$ cat src/ccip_wr_config.svh
// host write bridge widths, depths and field positions shared by all blocks
`ifndef CCIP_WR_CONFIG_SVH
`define CCIP_WR_CONFIG_SVH

// one host cache line is carried per avalon beat
`define CCIP_WR_DATA_WIDTH 512

// avalon byte address, the top bit selects the write fence
`define CCIP_WR_AVMM_ADDR_WIDTH 49
`define CCIP_WR_FENCE_BIT 48

// host line address covers the 48-bit byte space in 64-byte lines
`define CCIP_WR_LINE_ADDR_WIDTH 42

// avalon bursts are 1 to 4 beats long
`define CCIP_WR_BURST_WIDTH 3

`define CCIP_WR_MDATA_WIDTH 16

// up to 64 bursts of 4 lines in flight, so the line counter needs 9 bits
`define CCIP_WR_FIFO_DEPTH 64
`define CCIP_WR_RSP_CNT_WIDTH 9

`endif
$ cat src/ccip_wr_pkg.sv
// types for the avalon to CCI-P host write bridge requests and responses
`include "ccip_wr_config.svh"

package ccip_wr_pkg;

	typedef logic [`CCIP_WR_DATA_WIDTH-1:0] line_data_t;
	typedef logic [`CCIP_WR_AVMM_ADDR_WIDTH-1:0] avmm_addr_t;
	typedef logic [`CCIP_WR_LINE_ADDR_WIDTH-1:0] line_addr_t;
	typedef logic [`CCIP_WR_BURST_WIDTH-1:0] burst_len_t;
	typedef logic [`CCIP_WR_MDATA_WIDTH-1:0] mdata_t;

	// request length as the host expects it, lines minus one
	typedef enum logic [1:0]
	{
		CL_LEN_1 = 2'b00,
		CL_LEN_2 = 2'b01,
		CL_LEN_4 = 2'b11
	} cl_len_e;

	typedef enum logic [3:0]
	{
		REQ_WRLINE_I = 4'h0,
		REQ_WRFENCE = 4'h4
	} req_type_e;

	// only write line responses count toward burst completion
	typedef enum logic [3:0]
	{
		RSP_WRLINE = 4'h1,
		RSP_OTHER = 4'h4
	} resp_type_e;

	// one TX channel 1 request, header fields first and the line last
	typedef struct packed
	{
		logic valid;
		logic sop;
		cl_len_e cl_len;
		req_type_e req_type;
		line_addr_t address;
		mdata_t mdata;
		line_data_t data;
	} c1_req_t;

	// a packed write response covers cl_num plus one lines
	typedef struct packed
	{
		logic rsp_valid;
		resp_type_e resp_type;
		logic [1:0] cl_num;
	} c1_rsp_t;

endpackage

$ cat src/avmm_ccip_host_wr.sv
// avalon write master to CCI-P channel 1 host write bridge top level
`timescale 1ns/1ps

module avmm_ccip_host_wr
(
	input logic clk,
	input logic reset,
	input logic avmm_write,
	input ccip_wr_pkg::avmm_addr_t avmm_address,
	input ccip_wr_pkg::burst_len_t avmm_burstcount,
	input ccip_wr_pkg::line_data_t avmm_writedata,
	output logic avmm_waitrequest,
	output logic [1:0] avmm_write_response,
	output logic avmm_write_responsevalid,
	input logic c1_tx_almost_full,
	input ccip_wr_pkg::c1_rsp_t c1_rx,
	output ccip_wr_pkg::c1_req_t c1_tx
);
	import ccip_wr_pkg::*;

	logic ready;
	logic fifo_full;
	logic burst_push;
	burst_len_t burst_len;
	c1_req_t tx_next;

	// beats and fences become request headers one cycle ahead of the port
	wr_burst_sequencer wr_burst_sequencer_inst
	(
		.clk(clk),
		.reset(reset),
		.avmm_write(avmm_write),
		.avmm_address(avmm_address),
		.avmm_burstcount(avmm_burstcount),
		.avmm_writedata(avmm_writedata),
		.avmm_waitrequest(avmm_waitrequest),
		.ready(ready),
		.fifo_full(fifo_full),
		.burst_push(burst_push),
		.burst_len(burst_len),
		.tx_next(tx_next)
	);

	wr_tx_register wr_tx_register_inst
	(
		.clk(clk),
		.reset(reset),
		.c1_tx_almost_full(c1_tx_almost_full),
		.tx_next(tx_next),
		.ready(ready),
		.c1_tx(c1_tx)
	);

	// responses come back in burst order, one per accepted burst
	wr_response_tracker wr_response_tracker_inst
	(
		.clk(clk),
		.reset(reset),
		.burst_push(burst_push),
		.burst_len(burst_len),
		.c1_rx(c1_rx),
		.fifo_full(fifo_full),
		.avmm_write_response(avmm_write_response),
		.avmm_write_responsevalid(avmm_write_responsevalid)
	);

endmodule

$ cat src/wr_response_tracker.sv
// write response tracker folding host line responses into one avalon response per burst
`timescale 1ns/1ps
`include "ccip_wr_config.svh"

module wr_response_tracker
(
	input logic clk,
	input logic reset,
	input logic burst_push,
	input ccip_wr_pkg::burst_len_t burst_len,
	input ccip_wr_pkg::c1_rsp_t c1_rx,
	output logic fifo_full,
	output logic [1:0] avmm_write_response,
	output logic avmm_write_responsevalid
);
	import ccip_wr_pkg::*;

	localparam int CNT_W = `CCIP_WR_RSP_CNT_WIDTH;
	localparam int CNT_XW = CNT_W + 1;
	localparam logic [1:0] AVMM_RSP_OKAY = 2'b00;

	logic fifo_empty;
	logic pop;
	burst_len_t head_len;
	logic incr;
	logic [CNT_W-1:0] rsp_cnt;
	logic [CNT_W-1:0] rsp_lines;
	logic [CNT_XW-1:0] cnt_next;

	burst_len_fifo burst_len_fifo_inst
	(
		.clk(clk),
		.reset(reset),
		.push(burst_push),
		.din(burst_len),
		.pop(pop),
		.dout(head_len),
		.empty(fifo_empty),
		.full(fifo_full)
	);

	// responses arrive packed, cl_num plus one lines at a time
	assign incr = c1_rx.rsp_valid && (c1_rx.resp_type == RSP_WRLINE);
	assign rsp_lines = incr ? CNT_W'(c1_rx.cl_num) + 1'b1 : '0;

	// the oldest burst completes once enough lines have come back for it
	assign pop = !fifo_empty && (rsp_cnt >= head_len);

	// computed one bit wider so a wrap shows up in the top bit
	assign cnt_next = {1'b0, rsp_cnt} + CNT_XW'(rsp_lines) - (pop ? CNT_XW'(head_len) : '0);

	always_ff @(posedge clk)
	begin
		if (reset)
		begin
			rsp_cnt <= '0;
			avmm_write_responsevalid <= 1'b0;
		end
		else
		begin
			rsp_cnt <= cnt_next[CNT_W-1:0];
			avmm_write_responsevalid <= pop;
		end
	end

	// the host never reports a failed write
	assign avmm_write_response = AVMM_RSP_OKAY;

	assert property (@(posedge clk) disable iff (reset) !cnt_next[CNT_W])
		else $error("response line counter out of range");

endmodule

$ cat src/wr_tx_register.sv
// channel 1 output register with the registered ready level and request tagging
`timescale 1ns/1ps

module wr_tx_register
(
	input logic clk,
	input logic reset,
	input logic c1_tx_almost_full,
	input ccip_wr_pkg::c1_req_t tx_next,
	output logic ready,
	output ccip_wr_pkg::c1_req_t c1_tx
);
	import ccip_wr_pkg::*;

	mdata_t mdata_cnt;

	// almost full leaves slack in the host queue, so one cycle of delay is safe
	always_ff @(posedge clk)
	begin
		if (reset)
			ready <= 1'b0;
		else
			ready <= !c1_tx_almost_full;
	end

	// every valid request, fences included, takes the next tag
	always_ff @(posedge clk)
	begin
		if (reset)
			mdata_cnt <= '0;
		else if (tx_next.valid)
			mdata_cnt <= mdata_cnt + 1'b1;
	end

	always_ff @(posedge clk)
	begin
		if (reset)
			c1_tx.valid <= 1'b0;
		else
			c1_tx.valid <= tx_next.valid;
		// the header fields, the tag and the line follow the sequencer every cycle
		c1_tx.sop <= tx_next.sop;
		c1_tx.cl_len <= tx_next.cl_len;
		c1_tx.req_type <= tx_next.req_type;
		c1_tx.address <= tx_next.address;
		c1_tx.mdata <= mdata_cnt;
		c1_tx.data <= tx_next.data;
	end

endmodule

$ cat src/wr_burst_sequencer.sv
// burst sequencer turning avalon write beats and fences into host request headers
`timescale 1ns/1ps
`include "ccip_wr_config.svh"

module wr_burst_sequencer
(
	input logic clk,
	input logic reset,
	input logic avmm_write,
	input ccip_wr_pkg::avmm_addr_t avmm_address,
	input ccip_wr_pkg::burst_len_t avmm_burstcount,
	input ccip_wr_pkg::line_data_t avmm_writedata,
	output logic avmm_waitrequest,
	input logic ready,
	input logic fifo_full,
	output logic burst_push,
	output ccip_wr_pkg::burst_len_t burst_len,
	output ccip_wr_pkg::c1_req_t tx_next
);
	import ccip_wr_pkg::*;

	// byte offset bits below the line address
	localparam int LINE_OFFSET = `CCIP_WR_FENCE_BIT - `CCIP_WR_LINE_ADDR_WIDTH;

	logic [1:0] beat_cnt;
	line_addr_t addr_cnt;
	logic chopped;
	cl_len_e burst_cl_len;
	logic fence_done;
	logic burst_start;
	logic beat_accept;
	logic load;
	logic advance;
	logic unaligned;
	logic fence_pending;
	burst_len_t burst_m1;
	cl_len_e start_cl_len;
	line_addr_t in_line_addr;

	assign burst_start = (beat_cnt == 2'd0);
	assign in_line_addr = avmm_address[`CCIP_WR_FENCE_BIT-1:LINE_OFFSET];
	assign burst_m1 = avmm_burstcount - 3'd1;

	// a burst of 4 must sit on a 4-line boundary and a burst of 2 on a 2-line one
	// anything else, and every burst of 3, goes out one line at a time
	assign unaligned = ((avmm_burstcount == 3'd4) &&
			(avmm_address[LINE_OFFSET+1:LINE_OFFSET] != 2'b00)) ||
		((avmm_burstcount == 3'd2) && avmm_address[LINE_OFFSET]) ||
		(avmm_burstcount == 3'd3);

	always_comb
	begin
		start_cl_len = CL_LEN_1;
		if (!unaligned)
		begin
			case (avmm_burstcount)
				3'd2: start_cl_len = CL_LEN_2;
				3'd4: start_cl_len = CL_LEN_4;
				default: start_cl_len = CL_LEN_1;
			endcase
		end
	end

	// the fence goes out at the first beat of a fenced write without waiting for ready
	assign fence_pending = burst_start && avmm_write &&
		avmm_address[`CCIP_WR_FENCE_BIT] && !fence_done;

	// a full burst FIFO only stalls the start of a new burst
	assign avmm_waitrequest = !ready || fence_pending || (burst_start && fifo_full);
	assign beat_accept = avmm_write && !avmm_waitrequest;
	assign load = burst_start && beat_accept;
	assign advance = !burst_start && beat_accept;

	assign burst_push = load;
	assign burst_len = avmm_burstcount;

	// ************************************************************************
	// beat and address counters
	// ************************************************************************

	always_ff @(posedge clk)
	begin
		if (reset)
		begin
			beat_cnt <= 2'd0;
			addr_cnt <= '0;
			chopped <= 1'b0;
			burst_cl_len <= CL_LEN_1;
			fence_done <= 1'b0;
		end
		else
		begin
			if (load)
			begin
				// the counter holds the beats still to come after this one
				beat_cnt <= burst_m1[1:0];
				addr_cnt <= in_line_addr + 1'b1;
				chopped <= unaligned;
				burst_cl_len <= start_cl_len;
			end
			else if (advance)
			begin
				beat_cnt <= beat_cnt - 2'd1;
				addr_cnt <= addr_cnt + 1'b1;
				if (beat_cnt == 2'd1)
					chopped <= 1'b0;
			end
			// the flag lets the data line of a fenced write through once
			if (load)
				fence_done <= 1'b0;
			else if (fence_pending)
				fence_done <= 1'b1;
		end
	end

	// ************************************************************************
	// request header
	// ************************************************************************

	always_comb
	begin
		tx_next = '0;
		tx_next.valid = beat_accept || fence_pending;
		tx_next.data = avmm_writedata;
		if (fence_pending)
		begin
			tx_next.sop = 1'b0;
			tx_next.cl_len = CL_LEN_1;
			tx_next.req_type = REQ_WRFENCE;
			tx_next.address = '0;
		end
		else
		begin
			// chopped bursts mark every line as its own packet
			tx_next.sop = burst_start || chopped;
			tx_next.cl_len = burst_start ? start_cl_len : burst_cl_len;
			tx_next.req_type = REQ_WRLINE_I;
			tx_next.address = burst_start ? in_line_addr : addr_cnt;
		end
	end

	// the beat counter only covers bursts of 1 to 4 lines
	assert property (@(posedge clk) disable iff (reset)
		burst_push |-> (burst_len != '0 && burst_len <= 3'd4))
		else $error("burst started with a burst count outside 1 to 4");

endmodule

$ cat src/burst_len_fifo.sv
// show-ahead FIFO holding the lengths of outstanding avalon write bursts
`timescale 1ns/1ps
`include "ccip_wr_config.svh"

module burst_len_fifo
(
	input logic clk,
	input logic reset,
	input logic push,
	input ccip_wr_pkg::burst_len_t din,
	input logic pop,
	output ccip_wr_pkg::burst_len_t dout,
	output logic empty,
	output logic full
);
	import ccip_wr_pkg::*;

	localparam int DEPTH = `CCIP_WR_FIFO_DEPTH;
	localparam int AW = $clog2(DEPTH);

	burst_len_t mem [DEPTH];

	// pointers carry one extra wrap bit to tell full from empty
	logic [AW:0] wr_ptr;
	logic [AW:0] rd_ptr;

	assign empty = (wr_ptr == rd_ptr);
	assign full = (wr_ptr[AW] != rd_ptr[AW]) && (wr_ptr[AW-1:0] == rd_ptr[AW-1:0]);

	// the head entry is visible without a read cycle
	assign dout = mem[rd_ptr[AW-1:0]];

	always_ff @(posedge clk)
	begin
		if (push)
			mem[wr_ptr[AW-1:0]] <= din;
	end

	always_ff @(posedge clk)
	begin
		if (reset)
		begin
			wr_ptr <= '0;
			rd_ptr <= '0;
		end
		else
		begin
			if (push)
				wr_ptr <= wr_ptr + 1'b1;
			if (pop)
				rd_ptr <= rd_ptr + 1'b1;
		end
	end

	assert property (@(posedge clk) disable iff (reset) push |-> !full)
		else $error("burst FIFO overflow");

	assert property (@(posedge clk) disable iff (reset) pop |-> !empty)
		else $error("burst FIFO underflow");

endmodule

$ cat config.mk
export PLATFORM = sky130hd
export DESIGN_NAME = avmm_ccip_host_wr
export DESIGN_NICKNAME = d
export VERILOG_FILES = /design/src/ccip_wr_pkg.sv /design/src/avmm_ccip_host_wr.sv /design/src/wr_response_tracker.sv /design/src/wr_tx_register.sv /design/src/wr_burst_sequencer.sv /design/src/burst_len_fifo.sv
export VERILOG_INCLUDE_DIRS = /design/src
export SDC_FILE = /design/constraint.sdc
export NUM_CORES = 1
export LEC_CHECK = 0
export BUFFER_PORTS_ARGS = -buffer_cell sky130_fd_sc_hd__buf_4
export CAP_MARGIN = 25
export CORE_AREA = 2 2 451 453
export CTS_CLUSTER_DIAMETER = 100
export CTS_CLUSTER_SIZE = 10
export DETAILED_ROUTE_END_ITERATION = 8
export DIE_AREA = 0 0 453 455
export GPL_TIMING_DRIVEN = 0
export HOLD_SLACK_MARGIN = 0.05
export SYNTH_ARGS = -nofsm -noshare
export SYNTH_HDL_FRONTEND = slang
export SYNTH_SLANG_ARGS = --single-unit
$ cat constraint.sdc
create_clock -name clk -period 6.5 [get_ports clk]
set_input_delay 1.625 -clock clk [delete_from_list [all_inputs] [get_ports clk]]
set_output_delay 1.625 -clock clk [all_outputs]
set_load 0.02 [all_outputs]
==> run summary, run 1 <==
The flow ran to the end, and the final reports show no timing, DRC or antenna violations. After technology mapping, the gate count stands at 1,895. The tools report the relative max-transition margin as 0.2920. A synthesized cell averages 13.87 um^2.

The mux contribution to synthesized area was 0.08294. The worst-case IR drop observed on VDD is 0.0002309 V. The Yosys step of the flow raised 0 warnings. The die outline width came out at 453 um. Setup repair after global routing could not meet its margin everywhere. The clock tree synthesis step divided the H-tree into 3 levels. Most heavily used metal layer in global routing: met2. The later pin in the worst-skew pair is clocked with a latency of 0.78 ns. Most used flip-flop cell after synthesis: dfxtp_1. For the final setup skew, the log shows 0.07776 ns. Broken down by cell family, the worst path's largest delay share belongs to compound AO/OA/AOI/OAI gates.

The number of core rows is 165, and the number of top-level pins is 1,157. The pin count of the biggest net entering global routing is 69, and the number of I/O port buffers is 1,144. The static power due to leakage was 16.77 nW. STA classifies the critical path endpoint as a register. Clock-pin slew was measured on the worst setup and hold paths at 0.06 ns. The area of the mapped netlist was 26,290 um^2; the mean number of vias per cell was 3.600. On the worst path, the slowest cell contributes a delay of 0.54 ns. The share of Yosys cell area claimed by the top area cell type was 0.5101; the adder-cell share of the synthesized area was 0.01608. The run gives 21,480 as the via count of the first global-routing pass. At the worst endpoint, the arrival time is 6.86 ns.

The logs give 113 for the initial antenna violation count and 0 for the residual DRC count. Clock tree synthesis inserted a total of 100 buffers. The logs give 0 for the total of hold buffers inserted after clock tree synthesis and 3 for the largest buffer count on any clock path.

The routed layout has 21,140 vias. In this run the standard cell core region covers 201,300 um^2. The number of enable-type register cells in the synthesized netlist was 192; the area of combinational cells with multiple inputs was 6625 um^2. For the finished layout, the period the worst path requires is 6.251 ns. The filler cells instantiated in the layout total 21,840.

Detailed placement ended at an HPWL of 161,900 um. Hold timing on the final database bottoms out at a slack of 0.3772 ns. For the count of maximum capacitance violations, the log shows 0.

The total placed instance area is 38,260 um^2, and the xor and xnor fraction of the mapped netlist area is 0.01066. The run gives 70 as the number of library cell types mapped by synthesis. The storage element area was 19,180 um^2; the clock sink total was 862. After synthesis, the largest family of logic cells by area is simple AND/OR/NAND/NOR gates. The total power density per cell area was 321.7 nW/um^2; the routed wirelength normalized by instance count was 31.97 um. The run gives 0 as the count of endpoints failing hold in the final timing report.

The tools report the sequential area share after synthesis as 0.7294. The weighted congestion at the end of routability-driven global placement is 0.9975. The master cell of the clock root buffer was clkbuf_16. For the routing usage on met3, the log shows 0.08078. The die covers 206,100 um^2. The share of layout cells above drive strength 1 was 0.4375; the fraction of registers with async set or reset after synthesis was 0.

In this run the remaining antenna-violating nets after routing total 0. The commonest cells after synthesis are 670 x dfxtp_1, 192 x edfxtp_1, 170 x nor2_1. The simple logic cell fraction of the synthesized area came out at 0.08366. The fraction of the cycle the final worst path needs was 0.9616; the initial standard-cell utilization of the core was 0.1306. Setup violations remaining at the end of the flow were counted as 0. The cell type with the highest occurrence count on the critical path is mux4_2.

The met1 usage in global routing was 0.1951; the final-report max-slew violation count was 0. STA classifies the critical path startpoint as a register. Walking the worst path, the cells encountered are clkbuf_2 > clkbuf_2 > mux4_2 > mux4_2 > mux4_2 > inv_1 > ha_1 > nor2b_1 > o21a_1 > o21ai_0 > a21boi_0 > o21ai_2 > clkbuf_4 > nor2_1 > fa_1 > inv_1 > fa_1 > a21o_1 > a21oi_1 > o21bai_1 > a21oi_1 > o31ai_1 > xor2_1 > nor2_1.

The post-synthesis sequential element count is 862. In the post-synthesis netlist, the biggest area contributors are dfxtp_1 51%, edfxtp_1 22%, mux4_2 5.4%. The critical path is of the reg2reg type. For this run, the number of standard cells in the final layout without fillers is 5,871. Derived from the worst setup path, the maximum achievable clock frequency is 160.0 MHz. TritonCTS built the clock tree.

The data required time at the worst endpoint was 7.11 ns. The tools report the final-stage net count as 3,756. The total routing resource utilization after global routing is 0.1755, and the die height is 455 um. The most frequently used cell type in the post-synthesis netlist was dfxtp_1. The total detailed-routing wirelength came out at 187,700 um. The slowest stage of the critical path belongs to the cell mux4_2. The met2 capacity usage during global routing came out at 0.2648. The pin slew with the least headroom to its limit was 1.062 ns; the final instance area was 41,180 um^2. The fraction of the core area covered by cells at the end of the flow was 0.2046; the instance count after placement with tap cells included was 5,716. The first global-routing pass estimated 231,200 um of wire. The tools report the detailed-routing iteration count for the pre-antenna-repair pass as 5.

In this run the worst hold path is classified as reg2reg. Of all nets on the critical path, the largest fanout is 10. Relative to the synthesized area, the layout overhead comes to 56.62%. The initial detailed-routing violation count came out at 1,678. Setup total negative slack on the finished layout was measured at 0 ns. Summed over all instances, the cell type with the most area after synthesis is dfxtp_1.

The share of the synthesized area in compound gates (AO/OA/AOI/OAI) works out to 0.05715. The total overflow left after global routing is 0. The critical path contains buffers and inverters numbering 5 combined.
==> per-layer routing <==
layer  wire, um  vias up
li1           -     9238
met1      69630    10390
met2      82590     1139
met3      20470      325
met4      14690       46
met5        306        -
==> kinds of logic after synthesis <==
family                     count (synthesis)
AOI/OAI and AO/OA                        245
xor gates and xnor gates                  32
adders and majority gates                 32
buffers and inverters                    123
DFF                                      862
muxes                                    132
other                                      1
and+or+nand+nor                          468
==> report_power, final <==
part / switching [mW] / total, mW / internal, mW / leakage, nW
sequential: 0.157 / 5.88 / 5.72 / 7.34
clock: 2.36 / 5.16 / 2.81 / 1.35
combinational: 1.25 / 2.20 / 0.952 / 8.07
total: 3.77 / 13.2 / 9.48 / 16.8
==> layout by cell type, fill, tap and decap left out, types with 5 or more instances in the layout <==
master / Yosys / final
buf_2: 17 / 14
and2_1: 9 / 9
xnor2_1: 19 / 19
nor2b_1: 7 / 7
a21boi_0: 11 / 11
edfxtp_1: 192 / 192
nor4_1: 15 / 14
conb_1: 1 / 5
nand4_1: 22 / 22
a211oi_1: 9 / 9
xor2_1: 13 / 13
o21ai_0: 61 / 61
a31oi_1: 15 / 15
clkbuf_16: 0 / 100
nand3_1: 50 / 50
a22oi_1: 5 / 5
buf_1: 17 / 16
diode_2: 0 / 24
mux2i_1: 53 / 53
clkbuf_1: 41 / 48
and4_1: 5 / 5
o211ai_1: 13 / 13
mux2_2: 10 / 10
or3_1: 12 / 12
dfxtp_1: 670 / 670
inv_1: 40 / 40
a21o_1: 7 / 7
mux4_2: 63 / 63
and3_1: 20 / 20
ha_1: 29 / 29
a21oi_1: 83 / 83
o21a_1: 7 / 7
buf_6: 3 / 6
nor2_1: 170 / 170
buf_4: 5 / 1152
nor3_1: 31 / 30
nand2_1: 102 / 102
nand3b_1: 5 / 5
==> layout make-up <==
class	count	area share
clock inverters	17	0.006229
diodes	24	0.001458
plain buffers	83	0.009784
inverters	40	0.003646
flip-flops and latches	862	0.4657
multi-input cells	914	0.1609
well taps	2672	0.08119
repair buffers	1148	0.2093
clock buffers	111	0.06177
==> worst reg2reg max path, cell delays in order (launching register included) <==
cell and delay, ns:
dfxtp_1 0.35, clkbuf_2 0.35, clkbuf_2 0.40, mux4_2 0.39, mux4_2 0.53, mux4_2 0.54, inv_1 0.10, ha_1 0.24
nor2b_1 0.14, o21a_1 0.15, o21ai_0 0.12, a21boi_0 0.13, o21ai_2 0.20, clkbuf_4 0.25, nor2_1 0.10, fa_1 0.51
inv_1 0.07, fa_1 0.46, a21o_1 0.19, a21oi_1 0.22, o21bai_1 0.10, a21oi_1 0.26, o31ai_1 0.12, xor2_1 0.15
nor2_1 0.05
==> final timing paths <==
| path | from | to | slack [ns] | cells past startpoint |
|---|---|---|---|---|
| max reg2reg | register | wr_response_tracker_inst.rsp_cnt[8] | 0.25 | 24 |
| min reg2reg | wr_tx_register_inst.mdata_cnt[15] | wr_tx_register_inst.c1_tx[527] | 0.38 | 0 |
| max | register | wr_response_tracker_inst.rsp_cnt[8] | 0.25 | 24 |
| min | wr_tx_register_inst.mdata_cnt[15] | wr_tx_register_inst.c1_tx[527] | 0.38 | 0 |
==> per-stage QoR <==
stage               total power [mW]  setup slack (ns)
detailed placement             8.199           -0.8136
global route                   13.77           -0.1013
global placement               8.183           -0.7088
finish                         13.25            0.2494
CTS                            13.45           0.01833
floorplan                      6.957            0.6183
==> flip-flops by register name (all words and copies together) (netlist names), named ones only <==
name,count
wr_tx_register_inst.c1_tx,575
wr_response_tracker_inst.burst_len_fifo_inst.mem,192
wr_burst_sequencer_inst.addr_cnt,42
wr_tx_register_inst.mdata_cnt,16
wr_response_tracker_inst.rsp_cnt,9
wr_response_tracker_inst.burst_len_fifo_inst.rd_ptr,7
wr_response_tracker_inst.burst_len_fifo_inst.wr_ptr,7
wr_burst_sequencer_inst.beat_cnt,2
wr_burst_sequencer_inst.burst_cl_len,2
wr_burst_sequencer_inst.chopped,1
wr_burst_sequencer_inst.fence_done,1
wr_response_tracker_inst.avmm_write_responsevalid,1
wr_tx_register_inst.ready,1
==> timing repair <==
action	4_1_cts	5_1_grt
endpoints found under the hold margin	0	0
pin swaps	0	1
resized for setup	10	7
setup buffers	0	2
endpoints found under the setup margin	6	8
Power figures use the tool's default switching activity.
==> run 2, diff against run 1 <==
--- a/config.mk
+++ b/config.mk
@@ -8,12 +8,12 @@
 export LEC_CHECK = 0
 export BUFFER_PORTS_ARGS = -buffer_cell sky130_fd_sc_hd__buf_4
 export CAP_MARGIN = 25
-export CORE_AREA = 2 2 451 453
+export CORE_AREA = 2 2 453 455
 export CTS_CLUSTER_DIAMETER = 100
 export CTS_CLUSTER_SIZE = 10
 export DETAILED_ROUTE_END_ITERATION = 8
-export DIE_AREA = 0 0 453 455
-export GPL_TIMING_DRIVEN = 0
+export DIE_AREA = 0 0 455 457
+export GPL_TIMING_DRIVEN = 1
 export HOLD_SLACK_MARGIN = 0.05
 export SYNTH_ARGS = -nofsm -noshare
 export SYNTH_HDL_FRONTEND = slang
==> run 2 against run 1 <==
Effect of this change:
- flip-flop and latch count unchanged
- critical endpoint is now wr_response_tracker_inst.rsp_cnt[6]
- combinational power decreased by 5%
- clock skew fell by 0.014 ns
- power increased by 1.4%
- highest routed layer unchanged
- largest cell class unchanged
- largest power group unchanged
==> run summary, run 2 (same netlist as run 1, synthesis figures left out) <==
Count of maximum capacitance violations: 0 (unchanged). The library cell used most frequently in the layout, excluding fill and tap cells, is buf_4. The logs give 170,700 um (-9.0%) for the total detailed-routing wirelength and 213,300 um (-7.7%) for the global-route wire length before repair. The stage delay of the slowest cell on the critical path is 0.56 ns (+0.02 ns). The pin slew with the least headroom to its limit is 0.9155 ns (-0.1465 ns), and the synthesis-to-finish area growth is 56.90%. The tools report the timing endpoint of the critical path as wr_response_tracker_inst.rsp_cnt[6].

The residual DRC count came out at 0 (unchanged). The logs give 170.7 MHz (+6.7%) for the highest attainable clock frequency and 0.64 ns (+0.39 ns) for the register-to-register path setup slack. Total of endpoints with negative setup slack in the final report: 0 (unchanged). The run gives 0.06396 ns (-0.01380 ns) as the final setup skew. The final-stage net count is 3,698 (-1.5%), and the cell depth of the worst setup path is 22 (-8.3%). For the static power due to leakage, the log shows 16.79 nW (+0.13%).

The number of nets with antenna violations after detailed routing was 0 (unchanged). Internal power: 9.697 mW (+2.3%). The tools report the total net switching power as 3.737 mW (-0.77%). The sum of internal, switching and leakage power was 13.43 mW (+1.4%). The initial detailed-routing violation count was 1,597 (-4.8%); the routed wirelength normalized by instance count was 29.20 um (-8.7%).

The tools report the initial standard-cell utilization of the core as 0.1293 (-0.001317). The run finished with clean final reports. The worst slack on hold paths was 0.3799 ns (+0.002795 ns). The tools report the placeable core area as 203,300 um^2 (+1.0%).

The CTS clock-pin slew for the worst setup and hold paths was 0.06 ns (about the same); the total of hold buffers inserted after clock tree synthesis was 0 (unchanged). The number of top-level pins is 1,157 (unchanged), and the fraction of the cycle the final worst path needs is 0.9011 (-0.06053). The die outline width works out to 455 um (+0.44%). The signal on the critical path passes through buf_12 > mux4_2 > mux4_2 > mux4_2 > inv_1 > ha_1 > nor2b_1 > o21a_1 > o21ai_0 > a21boi_0 > o21ai_1 > nor2_1 > fa_1 > inv_1 > fa_1 > a21o_1 > a21oi_1 > o21bai_1 > a21oi_1 > buf_4 > xnor2_1 > nor2_1. The number of I/O port buffers works out to 1,145 (+0.087%). Type of the worst setup path: reg2reg.

TritonCTS built the clock tree. The relative max-transition margin is 0.3722 (+0.08019). The number of levels the H-tree was split into was 3 (unchanged); the maximum fanout along the worst path was 24 (+14).

In the layout the commonest cells are 1,164 x buf_4, 669 x dfxtp_1, 192 x edfxtp_1. The run gives 0 (-10) as the number of gates given a new drive strength after cts. The run gives 1.009 (+1.1%) as the weighted congestion at the end of routability-driven global placement. The worst ir drop on vdd is 0.0002482 V (+7.5%), and the depth of the most critical reg-to-reg path is 22 (-8.3%). The number of fill cells came out at 22,020 (+0.83%).

The switching part of the total came out at 0.2782 (-0.006112). The cell with the biggest individual delay on the critical path was mux4_2. The cell count of the worst hold path was 0 (unchanged); the total power density per cell area was 325.6 nW/um^2 (+1.2%).

The buffering stage count on the worst path with inverters included is 4 (-1), and the die height is 457 um (+0.44%). The share of layout cells above drive strength 1 is 0.4436 (+0.006114). The half-perimeter wire length after detailed placement came out at 146,000 um (-9.8%).

The total congestion overflow after global routing is 0 (unchanged), and the number of core rows is 166 (+0.61%). The family with the most delay on the worst path was multiplexers. The tools report the count of endpoints failing hold in the final timing report as 0 (unchanged). The flip-flop count of the largest register after layout was 575 (unchanged). The via count of the first global-routing pass was 21,090 (-1.8%); the combinational share of power was 0.157 (-0.009). wr_tx_register_inst.c1_tx holds more flip-flops than any other register.

The endpoint identified for the worst register-to-register timing path is wr_response_tracker_inst.rsp_cnt[6]. The tools report the data arrival time of the critical path as 6.42 ns (-0.44 ns). The run gives 6 (+1) as the detailed-routing iteration count for the pre-antenna-repair pass. Setup repair after global routing left no endpoint under its margin. Counting stages on the worst path, the most repeated cell is mux4_2. The TritonCTS buffer count came out at 106 (+6.0%). The tree is rooted in a clkbuf_16. The tools report the total number of vias as 21,030 (-0.52%). For the clock sink total, the log shows 862 (unchanged). The logs give 3 (unchanged) for the largest buffer count on any clock path and 0 (unchanged) for the final-report max-slew violation count. The mean number of vias per cell came out at 3.596 (-0.11%). The run gives 7.07 ns (-0.04 ns) as the data required time at the worst endpoint.

The pin count of the biggest net entering global routing is 69 (unchanged), and the total routing resource utilization after global routing is 0.1579 (-0.01758). The worst setup path is captured at a register. The post-route setup TNS is 0 ns (unchanged), and the die area is 207,900 um^2 (+0.88%).

In this run the worst hold path is classified as reg2reg. The relative contribution of sequential cells to total power was 0.436 (-0.008). The clock group share of total power was 0.407 (+0.017); the final period demand of the worst path was 5.857 ns (-0.3934 ns). The worst setup path is launched from a register. The initial antenna violation count was 125 (+11%); the post-CTS repair timing setup buffer count was 0 (unchanged). Insertion delay of the later-clocked pin in the worst-skew pair: 0.76 ns (-0.02 ns).
==> run 2: cell type report <==
type	instances	area (um^2)	share of cell area
flip-flops and latches	862	19180	0.4649
repair buffers	1167	8798	0.2133
multi-input cells	914	6645	0.1611
well taps	2688	3363	0.08153
clock buffers	131	2746	0.06657
clock inverters	24	317.8	0.007704
inverters	40	150.1	0.003640
diodes	21	52.55	0.001274
==> run 2: routing by layer <==
layer	track usage	share of wire	up-vias
li1	-	-	9135
met1	0.1793	0.38	10260
met2	0.2567	0.46	1240
met3	0.07572	0.12	348
met4	0.05273	0.037	44
met5	0.008862	0.0034	-
==> run 2: power groups by stage <==
stage / Combinational (mW) / Clock [mW] / Sequential (mW)
floorplan: 0.789 / 0 / 6.17
global placement: 2.12 / 0 / 5.97
detailed placement: 2.13 / 0 / 5.97
CTS: 2.13 / 5.67 / 5.86
global route: 2.24 / 5.85 / 5.88
finish: 2.10 / 5.47 / 5.86
==> run 2: worst min path at each step <==
stage                                            from  slack, ns                             end
floorplan           wr_tx_register_inst.mdata_cnt[15]       0.34  wr_tx_register_inst.c1_tx[527]
global placement    wr_tx_register_inst.mdata_cnt[15]       0.36  wr_tx_register_inst.c1_tx[527]
detailed placement  wr_tx_register_inst.mdata_cnt[15]       0.37  wr_tx_register_inst.c1_tx[527]
CTS                 wr_tx_register_inst.mdata_cnt[15]       0.37  wr_tx_register_inst.c1_tx[527]
global route        wr_tx_register_inst.mdata_cnt[15]       0.38  wr_tx_register_inst.c1_tx[527]
finish              wr_tx_register_inst.mdata_cnt[15]       0.38  wr_tx_register_inst.c1_tx[527]
==> run 2: per-stage QoR <==
stage / area, um^2 / instances / worst slack [ns] / util
finish: 41250 / 5847 / 0.6428 / 0.2029
CTS: 41200 / 5826 / 0.6246 / 0.2026
global route: 41220 / 5834 / 0.3079 / 0.2027
floorplan: 26310 / 1899 / 0.6183 / -
detailed placement: 38140 / 5671 / 0.7179 / 0.1876
global placement: 38140 / 5671 / 0.6042 / 0.1876
